`config.mk`:
```
export PLATFORM = sky130hd
export DESIGN_NAME = sdramRefreshTimer
export DESIGN_NICKNAME = d
export VERILOG_FILES = /design/src/sdramPkg.sv /design/src/sdramRefreshTimer.sv
export SDC_FILE = /design/constraint.sdc
export NUM_CORES = 1
export LEC_CHECK = 0
export BUFFER_PORTS_ARGS = -buffer_cell sky130_fd_sc_hd__buf_2
export CORE_MARGIN = 2
export CORE_UTILIZATION = 50
export DETAILED_ROUTE_END_ITERATION = 12
export PLACE_DENSITY = 0.78
export SYNTH_ARGS = -nofsm -noshare
export SYNTH_HDL_FRONTEND = slang
export SYNTH_SLANG_ARGS = --single-unit
```
`constraint.sdc`:
```
create_clock -name HCLK -period 2.45 [get_ports HCLK]
set_clock_uncertainty 0.05 [all_clocks]
set_input_delay 0.1225 -clock HCLK [delete_from_list [all_inputs] [get_ports HCLK]]
set_output_delay 0.1225 -clock HCLK [all_outputs]
set_load 0.03 [all_outputs]
```
`src/sdramPkg.sv`:
```
/*
 * SDRAM device description: x16 geometry, controller wait counts,
 * command pin encodings and the mode register word
 */
package sdramPkg;

    // geometry
    localparam int ROW_BITS   = 13;
    localparam int COL_BITS   = 10;
    localparam int BA_BITS    = 2;
    localparam int DQ_BITS    = 16;   // only x16 parts
    localparam int DM_BITS    = 2;
    localparam int ADDR_BITS  = 13;
    localparam int SADDR_BITS = BA_BITS + ROW_BITS + COL_BITS;  // halfword address {bank, row, col}

    // wait counts, shortened for simulation
    localparam int DELAY_nCKE       = 20;    // CKE low after reset
    localparam int DELAY_tREF       = 200;   // refresh interval
    localparam int DELAY_tRP        = 1;     // >= tRP * fclk - 2
    localparam int DELAY_tRFC       = 7;     // >= tRFC * fclk - 2
    localparam int DELAY_tMRD       = 0;     // >= tMRD * fclk - 2
    localparam int DELAY_tRCD       = 1;     // >= tRCD * fclk - 2
    localparam int DELAY_tCAS       = 1;     // CAS - 1
    localparam int DELAY_afterREAD  = 4;     // covers tRC with auto precharge
    localparam int DELAY_afterWRITE = 5;

    localparam int COUNT_initAutoRef = 2;    // refreshes during init

    // {CKE, CSn, RASn, CASn, WEn}
    localparam logic [4:0] CMD_NOP_NCKE     = 5'b00111;
    localparam logic [4:0] CMD_NOP          = 5'b10111;
    localparam logic [4:0] CMD_PRECHARGEALL = 5'b10010;
    localparam logic [4:0] CMD_AUTOREFRESH  = 5'b10001;
    localparam logic [4:0] CMD_LOADMODEREG  = 5'b10000;
    localparam logic [4:0] CMD_ACTIVE       = 5'b10011;
    localparam logic [4:0] CMD_READ         = 5'b10101;
    localparam logic [4:0] CMD_WRITE        = 5'b10100;

    /* mode register: burst length 2, sequential, CAS latency 2,
       programmed burst for reads and writes */
    localparam logic [ADDR_BITS-1:0] SDRAM_MODE = 13'b0_0000_0010_0001;

    // A10 selects all banks on precharge, auto precharge on read/write
    localparam logic [ADDR_BITS-1:0] A10_FLAG = 13'h0400;

endpackage

```
`src/sdramRefreshTimer.sv`:
```
/*
 * Long down-counter of the SDRAM controller. Times the CKE-low wait
 * after power-up and the interval between auto refreshes.
 */
module sdramRefreshTimer (
    input  logic HCLK,
    input  logic HRESETn,
    input  logic loadPowerUp,
    input  logic loadRefresh,
    output logic timerExpired
);
    import sdramPkg::*;

    logic [24:0] count;

    // zero after reset so nothing is pending until the first load
    always_ff @(posedge HCLK) begin
        if (!HRESETn) begin
            count <= '0;
        end else if (loadPowerUp) begin
            count <= 25'(DELAY_nCKE);
        end else if (loadRefresh) begin
            count <= 25'(DELAY_tREF);
        end else if (count != '0) begin
            count <= count - 1'b1;   // saturates at zero
        end
    end

    assign timerExpired = (count == '0);

    // the controller issues the two loads from disjoint states
    loadsExclusive: assert property (
        @(posedge HCLK) disable iff (!HRESETn)
        loadPowerUp |-> !loadRefresh
    ) else $error("power-up and refresh loads requested together");

endmodule

```
==> results.toml <==
[pwr]
ir_worst_vdd_v = 0.000417
cellLeakagePower_nw = 0.532
power_density_nw_per_um2 = 619

[status]
outcome = "finished, final reports clean"

[timing]
maxSlewHeadroom_pct = 55.7
slew_viol_final = 0
hold_slack_ns = 0.105
fin_ws_ns = 0.0618
fin_crit_ns = 2.39
worst_pin_slew_ns = 0.665
fmax_mhz = 419
finalSetupTns_ns = 0
hold_viol = 0
rsz0062_at_grt = "false"
fin_crit_sh_pct = 97.5
setup_viol = 0

[placement]
dp_hpwl_um = 2040
dp_slack_ns = 0.0362
dpl_cell_area_um2 = 1350
place_congestion = 0.847
io_buffers = 4

[logic_synthesis]
ys_ff_latch = 25
synthTopCellsByArea = "dfxtp_1 (40%), nor2_1 (4.7%), a21oi_1 (4.3%), xnor2_1 (4.2%), nor4_1 (4.0%)"
syn_nets = 148
yosysWarnings = 0
yosysTopAreaCell = "dfxtp_1"
avgSynthCellArea_um2 = 8.85
synth_async_sr_flop_share_pct = 0
synth.top_cell.area_share_pct = 39.5
synth_seq_area_share_pct = 39.5
netlist_area_um2 = 1270
synth-edff-count = 0
syn-instance-count = 143
synth_ff_type = "dfxtp_1"
synth.distinct_cells = 42

[detailed_routing]
antenna_left = 0
wl_met1_um = 1250
route.detailed.drc = 0
first_iter_violations = 23
top_layer_used = "met4"
wl_um = 2860
wl_met2_um = 1470
wl_per_cell_um = 15.4
via_per_inst = 6.25
met3_length_um = 127
vias = 1162
firstDrtPassIters = 4

[setup_path]
crit_type = "reg2reg"
cp.required_ns = 2.64
crit_family = "simple AND/OR/NAND/NOR gates"
cpMostUsedCell = "or4_4"
path_buf_inv = 0
crit_path_start_kind = "flip-flop"
crit_path_cell_trace = "or4_4 > or3_4 > or4_4 > or4_4 > a21oi_2"
r2r-start = "count[9]$_SDFFE_PP0P_"
crit_path_top_delay_cell = "or4_4"
cp_max_fo = 5
arrival_ns = 2.58
timing.rr.end = "count[19]$_SDFFE_PP0P_"
max_stage_delay_ns = 0.53
reg2reg_depth = 5
crit_path_end_kind = "flip-flop"
ff2ff_setup_slack_ns = 0.06

[die]
die-area_um2 = 2950
rows = 18
core_um2 = 2430
ioPinCount = 5
dieHeight_um = 54.3
dieWidth_um = 54.3
initial_utilization_pct = 52.1

[grt]
grt_pass1_vias = 1054
grt_use_total_pct = 21.6
antenna_found_initial = 0
grt_max_degree = 17
grt_overflow = 0
grt_pass1_wl_um = 4720

[cts]
cts.sink_count = 25
root_buffer = "clkbuf_4"
clock_latency_ns = 0.31
clockBufferDepth = 2
path_clk_slew_ns = 0.13
cts_buffers = 3
tritoncts = "done"
htree_levels = 1

[cells_and_area]
area_delta_synth_final_pct = 12.5
antennaDiodeCount = 0
largest_reg_flops = 25
reg.largest.list = "count: 25 flops"
postLayoutCoreUtil_pct = 58.6
nNetsFinal = 162
fin_area_um2 = 1430
mostFrequentLayoutCell = "dfxtp_1"
mostFrequentLayoutCells = "dfxtp_1 (24), nor2_1 (16), a21oi_1 (10), nand2_1 (9)"
largest_register = "count"
drive_gt1_share_pct = 21.8

[min_path]
hold_path_end = "count[3]$_SDFFE_PP0P_"
worstHoldStart = "loadRefresh"
hold_class = "in2reg"
holdPathStages = 3

[job]
maxCapViolations = 0
==> worst reg2reg max path, stage by stage (launching register included) <==
cell and delay (ns):
dfxtp_4 0.38, or4_4 0.53, or3_4 0.35, or4_4 0.44, or4_4 0.43, a21oi_2 0.14
==> logic make-up after synthesis <==
| kind of cell | Yosys count | synth area share (%) |
|---|---|---|
| compound gates | 33 | 18.3 |
| xor+xnor | 10 | 6.92 |
| fa+ha+maj | 1 | 0.988 |
| buf+inv | 8 | 3.85 |
| flops | 25 | 39.5 |
| mux | 1 | 0.791 |
| simple gates | 65 | 29.6 |
==> area by class of cell <==
type,count,area (µm²)
fillers,226,1010
multi-input cells,110,749
flip-flops and latches,25,504
repair buffers,13,92.6
well taps,30,37.5
clock buffers,4,26.3
inverters,4,15.0
==> worst max-delay path by stage <==
stage | from | end | slack [ns] | cells past startpoint
after detailed placement | count[9]$_SDFFE_PP0P_ | count[19]$_SDFFE_PP0P_ | 0.04 | 5
after floorplan | count[8]$_SDFFE_PP0P_ | count[19]$_SDFFE_PP0P_ | 0.09 | 5
final | count[9]$_SDFFE_PP0P_ | count[19]$_SDFFE_PP0P_ | 0.06 | 5
after global routing | count[0]$_SDFFE_PP0P_ | timerExpired | 0.007 | 7
after CTS | count[9]$_SDFFE_PP0P_ | count[19]$_SDFFE_PP0P_ | 0.003 | 5
after global placement | count[9]$_SDFFE_PP0P_ | count[19]$_SDFFE_PP0P_ | 0.10 | 5
==> timing repair <==
action                                 4_1_cts  5_1_grt
pin swaps                                    0        1
buffers inserted                             0        0
hold buffers                                 2        0
resized for setup                            2        6
endpoints found under the hold margin        2        0
setup endpoints to repair                    1        8
==> cells in the mapped netlist (4+ instances only) <==
| master | number |
|---|---|
| dfxtp_1 | 25 |
| nor2_1 | 16 |
| a21oi_1 | 11 |
| nand2_1 | 9 |
| nor4_1 | 8 |
| nor3_1 | 6 |
| xnor2_1 | 6 |
| o31ai_1 | 5 |
| inv_1 | 4 |
| or3_1 | 4 |
| xor2_1 | 4 |
==> power by group <==
part	switching, mW	internal, mW	total (mW)
clock	0.119	0.0635	0.183
sequential	0.0193	0.422	0.441
combinational	0.142	0.117	0.258
==> per-stage QoR <==
| step | cells | power, mW |
|---|---|---|
| floorplan | 143 | 0.626 |
| global route | 186 | 0.928 |
| finish | 186 | 0.882 |
| global placement | 180 | 0.682 |
| CTS | 186 | 0.876 |
| detailed placement | 180 | 0.690 |
==> routing by layer <==
layer  GRT usage [%]  up-vias
li1                -      561
met1            28.0      563
met2            37.1       36
met3            3.01        2
met4            5.83        0
met5               0        -
Power figures use the tool's default switching activity.
