$ cat src/ahbPkg.sv
/*
 * AHB-Lite encodings and bus widths used by the SDRAM slave
 */
package ahbPkg;

    localparam int HADDR_W = 32;
    localparam int HDATA_W = 32;

    // HTRANS
    localparam logic [1:0] HTRANS_IDLE   = 2'b00;
    localparam logic [1:0] HTRANS_BUSY   = 2'b01;
    localparam logic [1:0] HTRANS_NONSEQ = 2'b10;
    localparam logic [1:0] HTRANS_SEQ    = 2'b11;

    // HRESP, only OKAY is ever returned
    localparam logic HRESP_OKAY = 1'b0;

endpackage

$ cat src/sdramPkg.sv
/*
 * SDRAM device description: x16 geometry, controller wait counts,
 * command pin encodings and the mode register word
 */
package sdramPkg;

    // geometry
    localparam int ROW_BITS   = 13;
    localparam int COL_BITS   = 10;
    localparam int BA_BITS    = 2;
    localparam int DQ_BITS    = 16;   // only x16 parts
    localparam int DM_BITS    = 2;
    localparam int ADDR_BITS  = 13;
    localparam int SADDR_BITS = BA_BITS + ROW_BITS + COL_BITS;  // halfword address {bank, row, col}

    // wait counts, shortened for simulation
    localparam int DELAY_nCKE       = 20;    // CKE low after reset
    localparam int DELAY_tREF       = 200;   // refresh interval
    localparam int DELAY_tRP        = 1;     // >= tRP * fclk - 2
    localparam int DELAY_tRFC       = 7;     // >= tRFC * fclk - 2
    localparam int DELAY_tMRD       = 0;     // >= tMRD * fclk - 2
    localparam int DELAY_tRCD       = 1;     // >= tRCD * fclk - 2
    localparam int DELAY_tCAS       = 1;     // CAS - 1
    localparam int DELAY_afterREAD  = 4;     // covers tRC with auto precharge
    localparam int DELAY_afterWRITE = 5;

    localparam int COUNT_initAutoRef = 2;    // refreshes during init

    // {CKE, CSn, RASn, CASn, WEn}
    localparam logic [4:0] CMD_NOP_NCKE     = 5'b00111;
    localparam logic [4:0] CMD_NOP          = 5'b10111;
    localparam logic [4:0] CMD_PRECHARGEALL = 5'b10010;
    localparam logic [4:0] CMD_AUTOREFRESH  = 5'b10001;
    localparam logic [4:0] CMD_LOADMODEREG  = 5'b10000;
    localparam logic [4:0] CMD_ACTIVE       = 5'b10011;
    localparam logic [4:0] CMD_READ         = 5'b10101;
    localparam logic [4:0] CMD_WRITE        = 5'b10100;

    /* mode register: burst length 2, sequential, CAS latency 2,
       programmed burst for reads and writes */
    localparam logic [ADDR_BITS-1:0] SDRAM_MODE = 13'b0_0000_0010_0001;

    // A10 selects all banks on precharge, auto precharge on read/write
    localparam logic [ADDR_BITS-1:0] A10_FLAG = 13'h0400;

endpackage

$ cat src/ahbSdramCtrl.sv
/*
 * AHB-Lite to SDRAM controller FSM. Runs the power-up sequence, serves
 * single 32-bit reads and writes as two-word bursts with auto precharge,
 * and inserts auto refresh when the refresh timer runs out.
 */
module ahbSdramCtrl (
    input  logic                            HCLK,
    input  logic                            HRESETn,
    input  logic [ahbPkg::HADDR_W-1:0]      HADDR,
    input  logic                            HSEL,
    input  logic [1:0]                      HTRANS,
    input  logic                            HWRITE,
    output logic                            HREADY,
    output logic                            HRESP,
    input  logic                            timerExpired,
    output logic                            loadPowerUp,
    output logic                            loadRefresh,
    output logic                            latchWrite,
    output logic                            driveLow,
    output logic                            driveHigh,
    output logic                            captureLow,
    output logic                            captureHigh,
    output logic                            CKE,
    output logic                            CSn,
    output logic                            RASn,
    output logic                            CASn,
    output logic                            WEn,
    output logic [sdramPkg::ADDR_BITS-1:0]  ADDR,
    output logic [sdramPkg::BA_BITS-1:0]    BA,
    output logic [sdramPkg::DM_BITS-1:0]    DQM
);
    import ahbPkg::*;
    import sdramPkg::*;

    typedef enum logic [4:0] {
        sIdle,          // ready for an AHB request
        sInit0Ncke,     // first state after reset
        sInit1Ncke,     // CKE held low until the timer expires
        sInit2Cke,
        sInit3Nop,
        sInit4PrechAll,
        sInit5Nop,      // tRP
        sInit6AutoRef,
        sInit7Nop,      // tRFC, then next refresh or mode load
        sInit8Lmr,
        sInit9Nop,      // tMRD
        sRead0Act,
        sRead1Nop,      // tRCD
        sRead2Read,
        sRead3Nop,      // CAS wait
        sRead4Rd0,
        sRead5Rd1,
        sRead6Nop,      // row cycle recovery
        sWrite0Act,
        sWrite1Nop,     // tRCD
        sWrite2Wr0,
        sWrite3Wr1,
        sWrite4Nop,     // row cycle recovery
        sAref0AutoRef,
        sAref1Nop       // tRFC
    } stateType;

    stateType state, nextState;

    logic [4:0] delayCnt;
    logic [3:0] repeatCnt;
    logic [4:0] cmd;

    logic [SADDR_BITS-1:0] saddrReg;   // {bank, row, col}
    logic                  writeReg;
    logic                  pending;    // request accepted together with a refresh

    logic needAction;
    logic delayDone;
    logic repeatsDone;

    logic [COL_BITS-1:0] addrCol;
    logic [ROW_BITS-1:0] addrRow;
    logic [BA_BITS-1:0]  addrBank;

    assign needAction  = HSEL && (HTRANS != HTRANS_IDLE);
    assign delayDone   = (delayCnt == '0);
    assign repeatsDone = (repeatCnt == '0);

    assign addrCol  = saddrReg[COL_BITS-1:0];
    assign addrRow  = saddrReg[ROW_BITS+COL_BITS-1:COL_BITS];
    assign addrBank = saddrReg[SADDR_BITS-1:ROW_BITS+COL_BITS];

    always_ff @(posedge HCLK) begin
        if (!HRESETn) begin
            state <= sInit0Ncke;
        end else begin
            state <= nextState;
        end
    end

    always_comb begin
        nextState = state;
        case (state)
            sIdle: begin
                if (timerExpired) begin
                    nextState = sAref0AutoRef;   // refresh wins over a new request
                end else if (needAction) begin
                    nextState = HWRITE ? sWrite0Act : sRead0Act;
                end
            end
            sInit0Ncke:     nextState = sInit1Ncke;
            sInit1Ncke:     if (timerExpired) nextState = sInit2Cke;
            sInit2Cke:      nextState = sInit3Nop;
            sInit3Nop:      nextState = sInit4PrechAll;
            sInit4PrechAll: nextState = sInit5Nop;
            sInit5Nop:      if (delayDone) nextState = sInit6AutoRef;
            sInit6AutoRef:  nextState = sInit7Nop;
            sInit7Nop: begin
                if (delayDone) begin
                    nextState = repeatsDone ? sInit8Lmr : sInit6AutoRef;
                end
            end
            sInit8Lmr:      nextState = sInit9Nop;
            sInit9Nop:      if (delayDone) nextState = sIdle;

            sRead0Act:      nextState = sRead1Nop;
            sRead1Nop:      if (delayDone) nextState = sRead2Read;
            sRead2Read:     nextState = (DELAY_tCAS == 0) ? sRead4Rd0 : sRead3Nop;
            sRead3Nop:      if (delayDone) nextState = sRead4Rd0;
            sRead4Rd0:      nextState = sRead5Rd1;
            sRead5Rd1:      nextState = sRead6Nop;
            sRead6Nop:      if (delayDone) nextState = sIdle;

            sWrite0Act:     nextState = sWrite1Nop;
            sWrite1Nop:     if (delayDone) nextState = sWrite2Wr0;
            sWrite2Wr0:     nextState = sWrite3Wr1;
            sWrite3Wr1:     nextState = sWrite4Nop;
            sWrite4Nop:     if (delayDone) nextState = sIdle;

            sAref0AutoRef:  nextState = sAref1Nop;
            sAref1Nop: begin
                if (delayDone) begin
                    if (pending) begin
                        nextState = writeReg ? sWrite0Act : sRead0Act;
                    end else begin
                        nextState = sIdle;
                    end
                end
            end
            default:        nextState = sInit0Ncke;
        endcase
    end

    // short waits and the init refresh count
    always_ff @(posedge HCLK) begin
        if (!HRESETn) begin
            delayCnt  <= '0;
            repeatCnt <= '0;
        end else begin
            case (state)
                sInit4PrechAll: begin
                    delayCnt  <= 5'(DELAY_tRP);
                    repeatCnt <= 4'(COUNT_initAutoRef);
                end
                sInit6AutoRef: begin
                    delayCnt  <= 5'(DELAY_tRFC);
                    repeatCnt <= repeatCnt - 1'b1;
                end
                sInit8Lmr:             delayCnt <= 5'(DELAY_tMRD);
                sRead0Act, sWrite0Act: delayCnt <= 5'(DELAY_tRCD);
                sRead2Read:            delayCnt <= 5'(DELAY_tCAS - 1);
                sRead5Rd1:             delayCnt <= 5'(DELAY_afterREAD);
                sWrite3Wr1:            delayCnt <= 5'(DELAY_afterWRITE);
                sAref0AutoRef:         delayCnt <= 5'(DELAY_tRFC);
                default: begin
                    if (!delayDone) begin
                        delayCnt <= delayCnt - 1'b1;
                    end
                end
            endcase
        end
    end

    // HREADY is high in idle, so any request seen there is accepted
    always_ff @(posedge HCLK) begin
        if (!HRESETn) begin
            pending <= 1'b0;
        end else if (state == sIdle) begin
            pending <= needAction;
        end
    end

    always_ff @(posedge HCLK) begin
        if (state == sIdle && needAction) begin
            saddrReg <= HADDR[SADDR_BITS:1];   // halfword granular
            writeReg <= HWRITE;
        end
    end

    // command, address and bank per state
    always_comb begin
        cmd  = CMD_NOP;
        ADDR = '0;
        BA   = '0;
        case (state)
            sInit0Ncke, sInit1Ncke: cmd = CMD_NOP_NCKE;
            sInit4PrechAll: begin
                cmd  = CMD_PRECHARGEALL;
                ADDR = A10_FLAG;
            end
            sInit6AutoRef, sAref0AutoRef: cmd = CMD_AUTOREFRESH;
            sInit8Lmr: begin
                cmd  = CMD_LOADMODEREG;
                ADDR = SDRAM_MODE;
            end
            sRead0Act, sWrite0Act: begin
                cmd  = CMD_ACTIVE;
                ADDR = ADDR_BITS'(addrRow);
                BA   = addrBank;
            end
            sRead2Read: begin
                cmd  = CMD_READ;
                ADDR = ADDR_BITS'(addrCol) | A10_FLAG;   // auto precharge
                BA   = addrBank;
            end
            sWrite2Wr0: begin
                cmd  = CMD_WRITE;
                ADDR = ADDR_BITS'(addrCol) | A10_FLAG;
                BA   = addrBank;
            end
            default: ;
        endcase
    end

    assign {CKE, CSn, RASn, CASn, WEn} = cmd;
    assign DQM = '0;   // full words only

    assign HREADY = (state == sIdle);
    assign HRESP  = HRESP_OKAY;

    assign loadPowerUp = (state == sInit0Ncke);
    assign loadRefresh = (state == sInit6AutoRef) || (state == sAref0AutoRef);

    // data path strobes
    assign latchWrite  = (state == sWrite0Act);   // HWDATA valid by now
    assign driveLow    = (state == sWrite2Wr0);
    assign driveHigh   = (state == sWrite3Wr1);
    assign captureLow  = (state == sRead4Rd0);
    assign captureHigh = (state == sRead5Rd1);

    // no SDRAM command may go out while the bus sees the slave ready
    readyOnlyOnNop: assert property (
        @(posedge HCLK) disable iff (!HRESETn)
        HREADY |-> (cmd == CMD_NOP)
    ) else $error("HREADY high with a command on the SDRAM pins");

    /* CKE drops only under reset, power-down is never used */
    ckeStaysHigh: assert property (
        @(posedge HCLK) disable iff (!HRESETn)
        !$fell(CKE)
    ) else $error("CKE fell after initialisation");

endmodule

$ cat config.mk
export PLATFORM = sky130hd
export DESIGN_NAME = ahbSdramCtrl
export DESIGN_NICKNAME = d
export VERILOG_FILES = /design/src/ahbPkg.sv /design/src/sdramPkg.sv /design/src/ahbSdramCtrl.sv
export SDC_FILE = /design/constraint.sdc
export NUM_CORES = 1
export LEC_CHECK = 0
export ABC_AREA = 1
export BUFFER_PORTS_ARGS = -buffer_cell sky130_fd_sc_hd__buf_2
export CORE_MARGIN = 2
export CORE_UTILIZATION = 47
export CTS_CLUSTER_DIAMETER = 40
export DETAILED_ROUTE_END_ITERATION = 12
export GPL_TIMING_DRIVEN = 0
export PLACE_DENSITY_LB_ADDON = 0.12
export RECOVER_POWER = 100
export SLEW_MARGIN = 20
export SYNTH_ARGS = -nofsm -noshare
export SYNTH_HDL_FRONTEND = slang
export SYNTH_SLANG_ARGS = --single-unit
$ cat constraint.sdc
create_clock -name HCLK -period 2.5 [get_ports HCLK]
set_clock_uncertainty 0.1 [all_clocks]
set_input_delay 0.75 -clock HCLK [delete_from_list [all_inputs] [get_ports HCLK]]
set_output_delay 0.75 -clock HCLK [all_outputs]
set_load 0.05 [all_outputs]
==> run metrics, run 1 <==
CP startpoint kind flip-flop; DRT Wirelength 6899 um; number of port buffers slightly below 60; syn_area_per_cell approximately 8 um2; cell taking the most area after synthesis edfxtp_1; total gr overflow 0; Initial DRC Count around 160; Setup Crit Path Kind flip-flop to output port; initial antenna violation count 0; leak pwr 0.001855 uW; Area contributors post-synth edfxtp_1 31%, dfxtp_1 12%, nand2_1 11%; setup ws final -64.50 ps; post-synthesis sequential area ratio 0.4292; final total power roughly 3800 uW; Post-Syn Area 2519 um2; flop2flop setup slack between 400 and 500 ps; drt pass-1 iters 4; Num CTS Buffers 5; Mapped Cells ~320; vias 2416; Final Cycle Share 1.026; post-route ant nets 0; latest clock arrival within the worst-skew pair about 300 ps; Post-Layout Inst Area 3724 um2; CTS root buf clkbuf_8; vias per cell about 5.0; most frequent cells in the layout 62 x nand2_1, 40 x nor2_1, 37 x buf_2, 34 x buf_4, 27 x inv_1; Critical Path Source state[3]$_SDFFE_PN0P_; layout cells sized above 1 0.4361; min cycle time layout 2565 ps; core area roughly 5100 um2; Post-Route Utilization 0.7244; Fill cells 417; dpl cells 447; Antenna Diode Count 0; Crit Reg-Reg Endpoint saddrReg[5]$_DFFE_PP_; CP endpoint ADDR[2]; Layout Cells excl Fill a little under 500; critical path required time 1650 ps; commonest non-fill, non-tap cell in the layout nand2_1; Die W 77.21 um; Slew Limit Fails 0; Max Clock Freq 389.9 MHz; violated checks negative setup slack; first-pass GRT wire length 10650 um; Max-Cap Viols 0; clk buf depth 2; Reg-to-Reg Start state[1]$_SDFFE_PN0P_; final net count 457; Remaining DRCs 0; Warnings, synthesis 0; Slew Limit Headroom 0.5332; vias in the first global route approximately 2300; Post-CTS Hold Buffers 0; chip height 77.21 um; CTS tree yes; Starting Density 0.4900; Hold WS 352.5 ps; synth-to-layout area growth 47.84%; critical path fanouts, max 7; Die ar. roughly 6000 um2; Distinct cells, synth 34; # IOs 70; Seq cells post-synth about 40; Pwr Density 1023 nW/um2; routed length per placed instance 14.22 um; Reg clk slew, reported paths 80 ps; Hold Crit Class flip-flop to flip-flop; unrepaired setup endpoints after global routing yes; final setup violation count 15; measured slew at the worst slew-check pin about 700 ps; placed wire-length estimate 4573 um; Max IR drop VDD just under 500 uV; Overall Global Routing Usage 0.2278; status finished with violations; critical path arrival around 1700 ps; Worst R2R Path Depth 5; H-tree levels 2; Post-DP Area 2959 um2; GP Congestion 0.9037; Fin. Hold Viols 0; Worst Setup End Kind output port; site row count 26; CTS Sinks 41; top cell type's share of synthesized area 0.3100; pin count of the biggest net entering global routing 28
## layer usage
metal | vias up | GRT usage | wire length, um
met5 | - | 0 | 0
met4 | 0 | 0.06250 | 60
met3 | 6 | 0.05765 | 552
met2 | 105 | 0.3948 | 3503
met1 | 1076 | 0.2804 | 2783
li1 | 1229 | - | -
## per-stage QoR
stage	TNS, ps	setup slack (ps)
3_5_place_dp	-2002	-152.7
3_3_place_gp	-1930	-147.6
6_report	-586.4	-64.50
5_1_grt	-1770	-132.7
2_1_floorplan	-514.2	-181.7
4_1_cts	-736.9	-62.72
## synth_stat cells
cell / count
buf_2: 4
xnor2_1: 1
o311ai_0: 1
conb_1: 1
nor2_4: 6
nor4_1: 2
nand3_1: 33
nand2_1: 71
nor2_8: 2
a22o_1: 8
a211oi_1: 1
inv_1: 31
buf_6: 3
o211ai_1: 1
dfxtp_1: 15
nor2_2: 6
inv_2: 6
nand2_2: 2
nor2_1: 47
inv_4: 1
edfxtp_1: 26
buf_4: 5
ha_1: 4
xor2_1: 2
a31oi_1: 1
nand3b_1: 1
a21oi_1: 13
o21ai_0: 5
o21ai_1: 1
nand2_4: 6
clkinv_2: 1
nor3_1: 3
nand4_1: 2
nand3_2: 4
## kinds of logic (layout without fill, tap and decap cells)
family,after synthesis,in the layout,share of synthesized area
XOR/XNOR,3,3,0.01043
buffers and inverters,51,147,0.09588
AND/OR/NAND/NOR,185,185,0.3656
adder cells (fa/ha/maj),4,4,0.01987
flip-flops,41,41,0.4292
AO/OA/AOI/OAI,31,31,0.07750
other,1,4,0.001489
## worst min path at each step
stage          depth (start not counted)                        end                 startpoint  slack [ps]
2_1_floorplan                          1  repeatCnt[2]$_SDFFE_PN0P_  repeatCnt[2]$_SDFFE_PN0P_         310
3_3_place_gp                           1  repeatCnt[2]$_SDFFE_PN0P_  repeatCnt[2]$_SDFFE_PN0P_         330
3_5_place_dp                           1  repeatCnt[2]$_SDFFE_PN0P_  repeatCnt[2]$_SDFFE_PN0P_         330
4_1_cts                                1  repeatCnt[2]$_SDFFE_PN0P_  repeatCnt[2]$_SDFFE_PN0P_         350
5_1_grt                                1  repeatCnt[2]$_SDFFE_PN0P_  repeatCnt[2]$_SDFFE_PN0P_         380
6_report                               1  repeatCnt[2]$_SDFFE_PN0P_  repeatCnt[2]$_SDFFE_PN0P_         350
## where the power goes
group	total [uW]	internal, uW	leakage, uW	switching (uW)
Clock	538	300	0.0000554	238
Sequential	1010	871	0.000362	135
Combinational	2270	866	0.00144	1400
Total	3810	2040	0.00185	1770
## what timing repair did
action                     in CTS  in global routing
buffers inserted               22                  7
pin swaps                       9                 17
cloned                          1                  1
resized for setup              80                 46
setup endpoints to repair      21                 22
## area by class of cell
cell class	count	area, um2	share of cell area
inverter	39	178.9	0.04805
buffer	11	96.34	0.02587
timing repair buffer	89	714.4	0.1919
clock inverter	2	38.79	0.01042
clock buffer	6	72.57	0.01949
tap	70	87.58	0.02352
sequential	41	1100	0.2954
multi-input combinational	227	1435	0.3854
## critical path, stage by stage, from the launching register on
cell and delay, ps:
dfxtp_4 470, nor2_8 80, nand3_4 80, inv_4 40, nor2_4 150, inv_2 80
buf_6 130, a22o_2 230, buf_8 150
## sequential cells by signal, summed over array words and instances, names as in the netlist
| signal | count |
|---|---|
| saddrReg | 25 |
| delayCnt | 5 |
| state | 5 |
| repeatCnt | 4 |
| pending | 1 |
| writeReg | 1 |
Power figures use the tool's default switching activity.
==> run 2: changes to the inputs <==
--- a/config.mk
+++ b/config.mk
@@ -5,10 +5,10 @@
 export SDC_FILE = /design/constraint.sdc
 export NUM_CORES = 1
 export LEC_CHECK = 0
-export ABC_AREA = 1
+export ABC_AREA = 0
 export BUFFER_PORTS_ARGS = -buffer_cell sky130_fd_sc_hd__buf_2
 export CORE_MARGIN = 2
-export CORE_UTILIZATION = 47
+export CORE_UTILIZATION = 46
 export CTS_CLUSTER_DIAMETER = 40
 export DETAILED_ROUTE_END_ITERATION = 12
 export GPL_TIMING_DRIVEN = 0
==> run 2 against run 1 <==
- the flow still finishes with violations (negative setup slack)
- final cell count fell by 20%
- non-clock buffer count is 8 lower
- synthesized area decreased by 8.7%
- via count down 12%
- register-to-register slack got worse by 90 ps
- critical path depth decreased by 1
- largest cell class unchanged
==> run metrics, run 2 <==
Antenna Diode Count 0 (unchanged); Fill cells 399 (-4.3%); vias per cell 5.534 (+11%); Initial DRC Count 220 (+34%); routed length per placed instance 15.82 um (+11%); Die ar. 5581 um2 (-6.4%); most common cell in the netlist edfxtp_1; Fin. Hold Viols 0 (unchanged); largest register by flop count saddrReg; max reg flops 25 (unchanged); critical path fanouts, max 5 (-2); Setup Crit Path Kind flip-flop to output port; initial antenna violation count 0 (unchanged); Hold Path Stages 2 (+1); setup ws final -72.89 ps (-8.391 ps); latest clock arrival within the worst-skew pair 300 ps (about the same); vias 2136 (-12%); main flop type after synthesis edfxtp_1; Hold WS 374.1 ps (+21.63 ps); Most common cell on crit path buf_6; final net count 361 (-21%); DRT Wirelength 6108 um (-11%); Slew Limit Headroom 0.5205 (-0.01267); Overall Global Routing Usage 0.2245 (-0.003288); Worst R2R Path Depth 5 (unchanged); Num CTS Buffers 5 (unchanged); H-tree levels 2 (unchanged); Top delay family on crit path compound AO/OA/AOI/OAI gates; Multi-input gate area 1176 um2 (-18%); CP startpoint kind flip-flop; Seq cells post-synth 41 (unchanged); Starting Density 0.4805 (-0.009497); drt pass-1 iters 6 (+2); Max-Cap Viols 0 (unchanged); Die W 74.71 um (-3.2%); asr flop ratio synth 0 (unchanged); CTS tree yes; Max IR drop VDD 616.2 uV (+24%); critical path required time 1650 ps (about the same); first-pass GRT wire length 9183 um (-14%); register area 1089 um2 (-1.0%); post-route ant nets 0 (unchanged); measured slew at the worst slew-check pin 717.6 ps (+18.96 ps); Mapped Cells 236 (-25%); status finished with violations; Reg clk slew, reported paths 80 ps (about the same); Pwr Density 1280 nW/um2 (+25%); violated checks negative setup slack; flop2flop setup slack 380 ps (-90 ps); EDFF count, synth 26 (unchanged); Reg-to-Reg Start state[2]$_SDFFE_PN0P_; Hold Crit Start delayCnt[4]$_SDFFE_PN0P_; Commonest cells post-synth 26 x edfxtp_1, 23 x nor2_1, 20 x a21oi_1; number of port buffers 57 (-1.7%); pin count of the biggest net entering global routing 28 (unchanged); min cycle time layout 2573 ps (+8.391 ps); unrepaired setup endpoints after global routing yes; GP Congestion 0.9791 (+8.3%); Slew Limit Fails 0 (unchanged); slowest stage delay, CP 320 ps (-150 ps); Hold EP delayCnt[4]$_SDFFE_PN0P_; critical path arrival 1720 ps (about the same); Hold Crit Class flip-flop to flip-flop; chip height 74.71 um (-3.2%); DP Worst Slack -278.9 ps (-126.2 ps); Warnings, synthesis 0 (unchanged); final setup violation count 11 (-4); top cell type's share of synthesized area 0.3395 (+0.02951); Regs by FF count saddrReg x25, delayCnt x5, state x5; Bufs and invs on worst path 3 (-1); CTS root buf clkbuf_8; placed wire-length estimate 4047 um (-12%); most frequent cells in the layout 35 x buf_2, 27 x buf_6, 26 x edfxtp_1, 21 x buf_4, 20 x a21oi_1; Remaining DRCs 0 (unchanged); synth-to-layout area growth 39.50%; Crit Reg-Reg Endpoint saddrReg[1]$_DFFE_PP_; Final Cycle Share 1.029 (+0.003356); site row count 25 (-3.8%); core area 4786 um2 (-6.9%); CP cell instances buf_6 -> nor2b_4 -> a2bb2oi_4 -> nor3_4 -> buf_4 -> a221o_1 -> buf_6; Max Clock Freq 388.7 MHz (-0.33%); total gr overflow 0 (unchanged); vias in the first global route 1905 (-16%); leak pwr 0.001325 uW (-29%); syn_area_per_cell 9.745 um2 (+22%); slowest stage cell, crit path dfxtp_2; Distinct cells, synth 54 (+59%); Post-Syn Area 2300 um2 (-8.7%); Worst Setup End Kind output port; cell taking the most area after synthesis edfxtp_1; layout cells sized above 1 0.4044 (-0.03176); commonest non-fill, non-tap cell in the layout buf_2; Area contributors post-synth edfxtp_1 34%, dfxtp_1 13%, a21oi_1 4.4%; clk buf depth 2 (unchanged); post-synthesis sequential area ratio 0.4701 (+0.04087); CTS Sinks 41 (unchanged); # IOs 70 (unchanged)
-- run 2: cell count changes after synthesis, moves of 5 or more --
cell / delta
nor2_2: -6
nand2_1: -54
nand2_4: -6
nand3_1: -24
nor2_4: -6
nor2_1: -24
inv_1: -22
inv_2: -6
buf_2: +5
nor3_1: +8
a21oi_1: +7
-- run 2: kinds of logic after synthesis --
group / Yosys count / synth area share
AND/OR/NAND/NOR: 87 / 0.1942
XOR/XNOR: 4 / 0.01524
flip-flops: 41 / 0.4701
buffers and inverters: 30 / 0.07780
AO/OA/AOI/OAI: 69 / 0.2193
adder cells (fa/ha/maj): 4 / 0.02176
other: 1 / 0.001631
-- run 2: worst min-delay path: stages (launching register included) --
cell     delay (ps)
dfxtp_1         320
nand2_1          60
a21oi_1          50
-- run 2: worst max-delay path by stage --
stage | start | end | slack [ps] | cells after the start
floorplan | state[4]$_SDFFE_PN0P_ | RASn | -150 | 5
global placement | state[4]$_SDFFE_PN0P_ | ADDR[8] | -240 | 7
detailed placement | state[4]$_SDFFE_PN0P_ | ADDR[8] | -280 | 7
CTS | state[4]$_SDFFE_PN0P_ | ADDR[0] | -90 | 7
global route | state[4]$_SDFFE_PN0P_ | ADDR[0] | -130 | 7
finish | state[4]$_SDFFE_PN0P_ | ADDR[0] | -70 | 7
-- run 2: area by class of cell --
class	instances	share of cell area
tap	67	0.02613
clock inverter	1	0.002730
sequential	41	0.3393
timing repair buffer	73	0.1677
inverter	10	0.01599
clock buffer	7	0.02379
buffer	19	0.05772
multi-input combinational	168	0.3666
-- run 2: power by group --
group          internal, uW  switching [uW]  total [uW]
registers               874            76.8         951
logic                  1070            1660        2730
clock network           199             231         430
total                  2140            1970        4110
-- run 2: through the flow --
step / power (uW) / std cells / utilization / setup TNS (ps) / instance area, um2
floorplan: 2693 / 239 / - / -299.8 / 2341
global placement: 3153 / 363 / 0.5663 / -3002 / 2710
detailed placement: 3155 / 363 / 0.5673 / -3347 / 2715
CTS: 4048 / 386 / 0.6607 / -754.6 / 3162
global route: 4339 / 386 / 0.6703 / -1594 / 3208
finish: 4108 / 386 / 0.6703 / -262.6 / 3208
-- run 2: what timing repair did --
item,4_1_cts,5_1_grt
pin swaps,4,4
buffers inserted,14,0
setup endpoints to repair,25,23
resized for setup,78,22
gates cloned,1,1
hold buffers,0,0
-- run 2: per-layer routing --
| metal | track usage | wire, um |
|---|---|---|
| met1 | 0.2946 | 2548 |
| met2 | 0.3550 | 2920 |
| met3 | 0.05756 | 511 |
| met4 | 0.09524 | 127 |
| met5 | 0 | 0 |
==> run 3: changes to the inputs <==
--- a/config.mk
+++ b/config.mk
@@ -8,11 +8,12 @@
 export ABC_AREA = 0
 export BUFFER_PORTS_ARGS = -buffer_cell sky130_fd_sc_hd__buf_2
 export CORE_MARGIN = 2
-export CORE_UTILIZATION = 46
+export CORE_UTILIZATION = 48
+export CTS_BUF_LIST = sky130_fd_sc_hd__clkbuf_2 sky130_fd_sc_hd__clkbuf_4 sky130_fd_sc_hd__clkbuf_8
 export CTS_CLUSTER_DIAMETER = 40
 export DETAILED_ROUTE_END_ITERATION = 12
 export GPL_TIMING_DRIVEN = 0
-export PLACE_DENSITY_LB_ADDON = 0.12
+export PLACE_DENSITY_LB_ADDON = 0.25
 export RECOVER_POWER = 100
 export SLEW_MARGIN = 20
 export SYNTH_ARGS = -nofsm -noshare
==> run 3 against run 2 <==
- the flow still finishes with violations (negative setup slack)
- worst hold slack got worse by 11 ps
- clock-buffer cell count fell by 2
- via count increased by 1.7%
- critical path depth unchanged
- combinational power about the same
- routed wire length increased by 0.13%
- total power grew 0.96%
- clock power fell by 3%
- first-iteration DRC count is 58% higher
- flip-flop and latch count unchanged
- maximum frequency decreased by 0.53%
- highest routed layer unchanged
==> run metrics, run 3 (synthesis results as in run 2) <==
status finished with violations; violated checks negative setup slack; commonest non-fill, non-tap cell in the layout buf_2; critical path fanouts, max 3 (-2); Post-CTS Hold Buffers 0 (unchanged); vias in the first global route 1998 (+4.9%); initial antenna violation count 0 (unchanged); Max Clock Freq 386.6 MHz (-0.53%); CP cell instances buf_6 -> nand2_4 -> a2bb2oi_4 -> nor3_4 -> buf_4 -> a221o_1 -> buf_6; Switch Pwr 2002 uW (+1.8%); Antenna Diode Count 0 (unchanged); setup ws final -86.57 ps (-13.68 ps); Reg clk slew, reported paths 70 ps (about the same); CTS Sinks 41 (unchanged); layout cells sized above 1 0.4263 (+0.02194); met2 routed WL 2846 um (-2.5%); Most common cell on crit path buf_6; Worst Setup End Kind output port; latest clock arrival within the worst-skew pair 290 ps (about the same); Crit Reg-Reg Endpoint state[2]$_SDFFE_PN0P_; Hold Crit Class flip-flop to flip-flop; Hold EP delayCnt[4]$_SDFFE_PN0P_; core area 4661 um2 (-2.6%); most frequent cells in the layout 34 x buf_2, 26 x edfxtp_1, 25 x buf_4, 24 x buf_6, 20 x a21oi_1; # IOs 70 (unchanged); Final Cycle Share 1.035 (+0.005471); CTS tree yes; Reg-to-Reg Start state[0]$_SDFFE_PN1P_; DRT Wirelength 6116 um (+0.13%); CTS root buf clkbuf_8; Fin. Hold Viols 0 (unchanged); placed wire-length estimate 3984 um (-1.5%); Max-Cap Viols 0 (unchanged); metal3 WL 537 um (+5.1%); slowest stage delay, CP 350 ps (+30 ps); CP startpoint kind flip-flop; measured slew at the worst slew-check pin 711.2 ps (-6.395 ps); number of port buffers 57 (unchanged); post-route ant nets 0 (unchanged); final net count 361 (unchanged); final total power 4147 uW (+0.96%); H-tree levels 2 (unchanged); flop2flop setup slack 470 ps (+90 ps); max reg flops 25 (unchanged); Gate power share 0.664 (about the same); GP Congestion 0.9361 (-4.4%); pin count of the biggest net entering global routing 28 (unchanged); chip height 73.22 um (-2.0%); Slew Limit Fails 0 (unchanged); clock power share 0.100 (-0.005); unrepaired setup endpoints after global routing yes; Net Sw Frac 0.4827 (+0.003809); Hold Path Stages 2 (unchanged); clk buf depth 2 (unchanged); Hold WS 362.7 ps (-11.47 ps); leak pwr 0.001324 uW (about the same); Die ar. 5360 um2 (-3.9%); final setup violation count 12 (+1); Max IR drop VDD 622.4 uV (+1.0%); Fill cells 355 (-11%); Flop pwr share 0.236 (+0.004); min cycle time layout 2587 ps (+13.68 ps); Pwr Density 1296 nW/um2 (+1.2%); largest register by flop count saddrReg; Worst R2R Path Depth 7 (+2); vias per cell 5.823 (+5.2%); site row count 25 (unchanged); Die W 73.22 um (-2.0%); Hold Crit Start delayCnt[4]$_SDFFE_PN0P_; Initial DRC Count 347 (+58%); critical path required time 1650 ps (about the same); Starting Density 0.4934 (+0.01290); total gr overflow 0 (unchanged); first-pass GRT wire length 9321 um (+1.5%); Remaining DRCs 0 (unchanged); vias 2172 (+1.7%); critical path arrival 1740 ps (+20 ps); synth-to-layout area growth 39.17%; Regs by FF count saddrReg x25, delayCnt x5, state x5; WL met1 2498 um (-2.0%); slowest stage cell, crit path dfxtp_4; Setup Crit Path Kind flip-flop to output port; uppermost layer routed met4; Num CTS Buffers 5 (unchanged); routed length per placed instance 16.40 um (+3.6%); Slew Limit Headroom 0.5248 (+0.004273); Overall Global Routing Usage 0.2278 (+0.003316); drt pass-1 iters 5 (-1); P_int 2145 uW (+0.22%)
[run 3: power groups by stage]
stage | clock network [uW] | registers [uW] | logic (uW)
2_1_floorplan | 0 | 938 | 1760
3_3_place_gp | 0 | 952 | 2180
3_5_place_dp | 0 | 956 | 2190
4_1_cts | 428 | 948 | 2550
5_1_grt | 451 | 993 | 2930
6_report | 415 | 979 | 2750
[run 3: worst max-delay path, delay by kind of cell (launching register included)]
family                 cells  cell delay, ps
AND/OR/NAND/NOR            2             150
buffers and inverters      3             430
flip-flops                 1             350
AO/OA/AOI/OAI              2             520
[run 3: layout make-up]
| class | instances | area (um2) | share of cell area |
|---|---|---|---|
| Sequential cell | 41 | 1095 | 0.3421 |
| Clock inverter | 3 | 17.52 | 0.005473 |
| Clock buffer | 5 | 68.82 | 0.02150 |
| Timing Repair Buffer | 75 | 545.5 | 0.1704 |
| Inverter | 10 | 45.04 | 0.01407 |
| Buffer | 17 | 172.7 | 0.05395 |
| Tap cell | 54 | 67.56 | 0.02111 |
| Multi-Input combinational cell | 168 | 1189 | 0.3714 |
[run 3: through the flow]
stage / util / std cells / setup TNS (ps) / instance area (um2) / worst slack [ps]
5_1_grt: 0.6867 / 373 / -1811 / 3201 / -166.8
3_5_place_dp: 0.5791 / 350 / -3709 / 2699 / -316.8
2_1_floorplan: - / 239 / -299.8 / 2341 / -149.6
6_report: 0.6867 / 373 / -858.2 / 3201 / -86.57
3_3_place_gp: 0.5780 / 350 / -3972 / 2694 / -293.3
4_1_cts: 0.6628 / 370 / -1059 / 3089 / -102.0
[run 3: worst max-delay path by stage]
stage | endpoint | from | cells after the start
2_1_floorplan | RASn | state[4]$_SDFFE_PN0P_ | 5
3_3_place_gp | ADDR[8] | state[4]$_SDFFE_PN0P_ | 7
3_5_place_dp | ADDR[3] | state[4]$_SDFFE_PN0P_ | 7
4_1_cts | ADDR[8] | state[4]$_SDFFE_PN0P_ | 7
5_1_grt | ADDR[8] | state[3]$_SDFFE_PN0P_ | 7
6_report | ADDR[5] | state[0]$_SDFFE_PN1P_ | 7
[run 3: per-layer routing]
| layer | global-route usage | up-vias |
|---|---|---|
| met4 | 0.1296 | 0 |
| met3 | 0.04006 | 29 |
| met1 | 0.2961 | 976 |
| li1 | - | 1030 |
| met2 | 0.3564 | 137 |
| met5 | 0 | - |
[run 3: timing repair]
item / in CTS / in global routing
setup endpoints to repair: 23 / 22
setup buffers: 12 / 5
gates cloned: 1 / 0
pin swaps: 10 / 3
gates resized for setup: 69 / 32
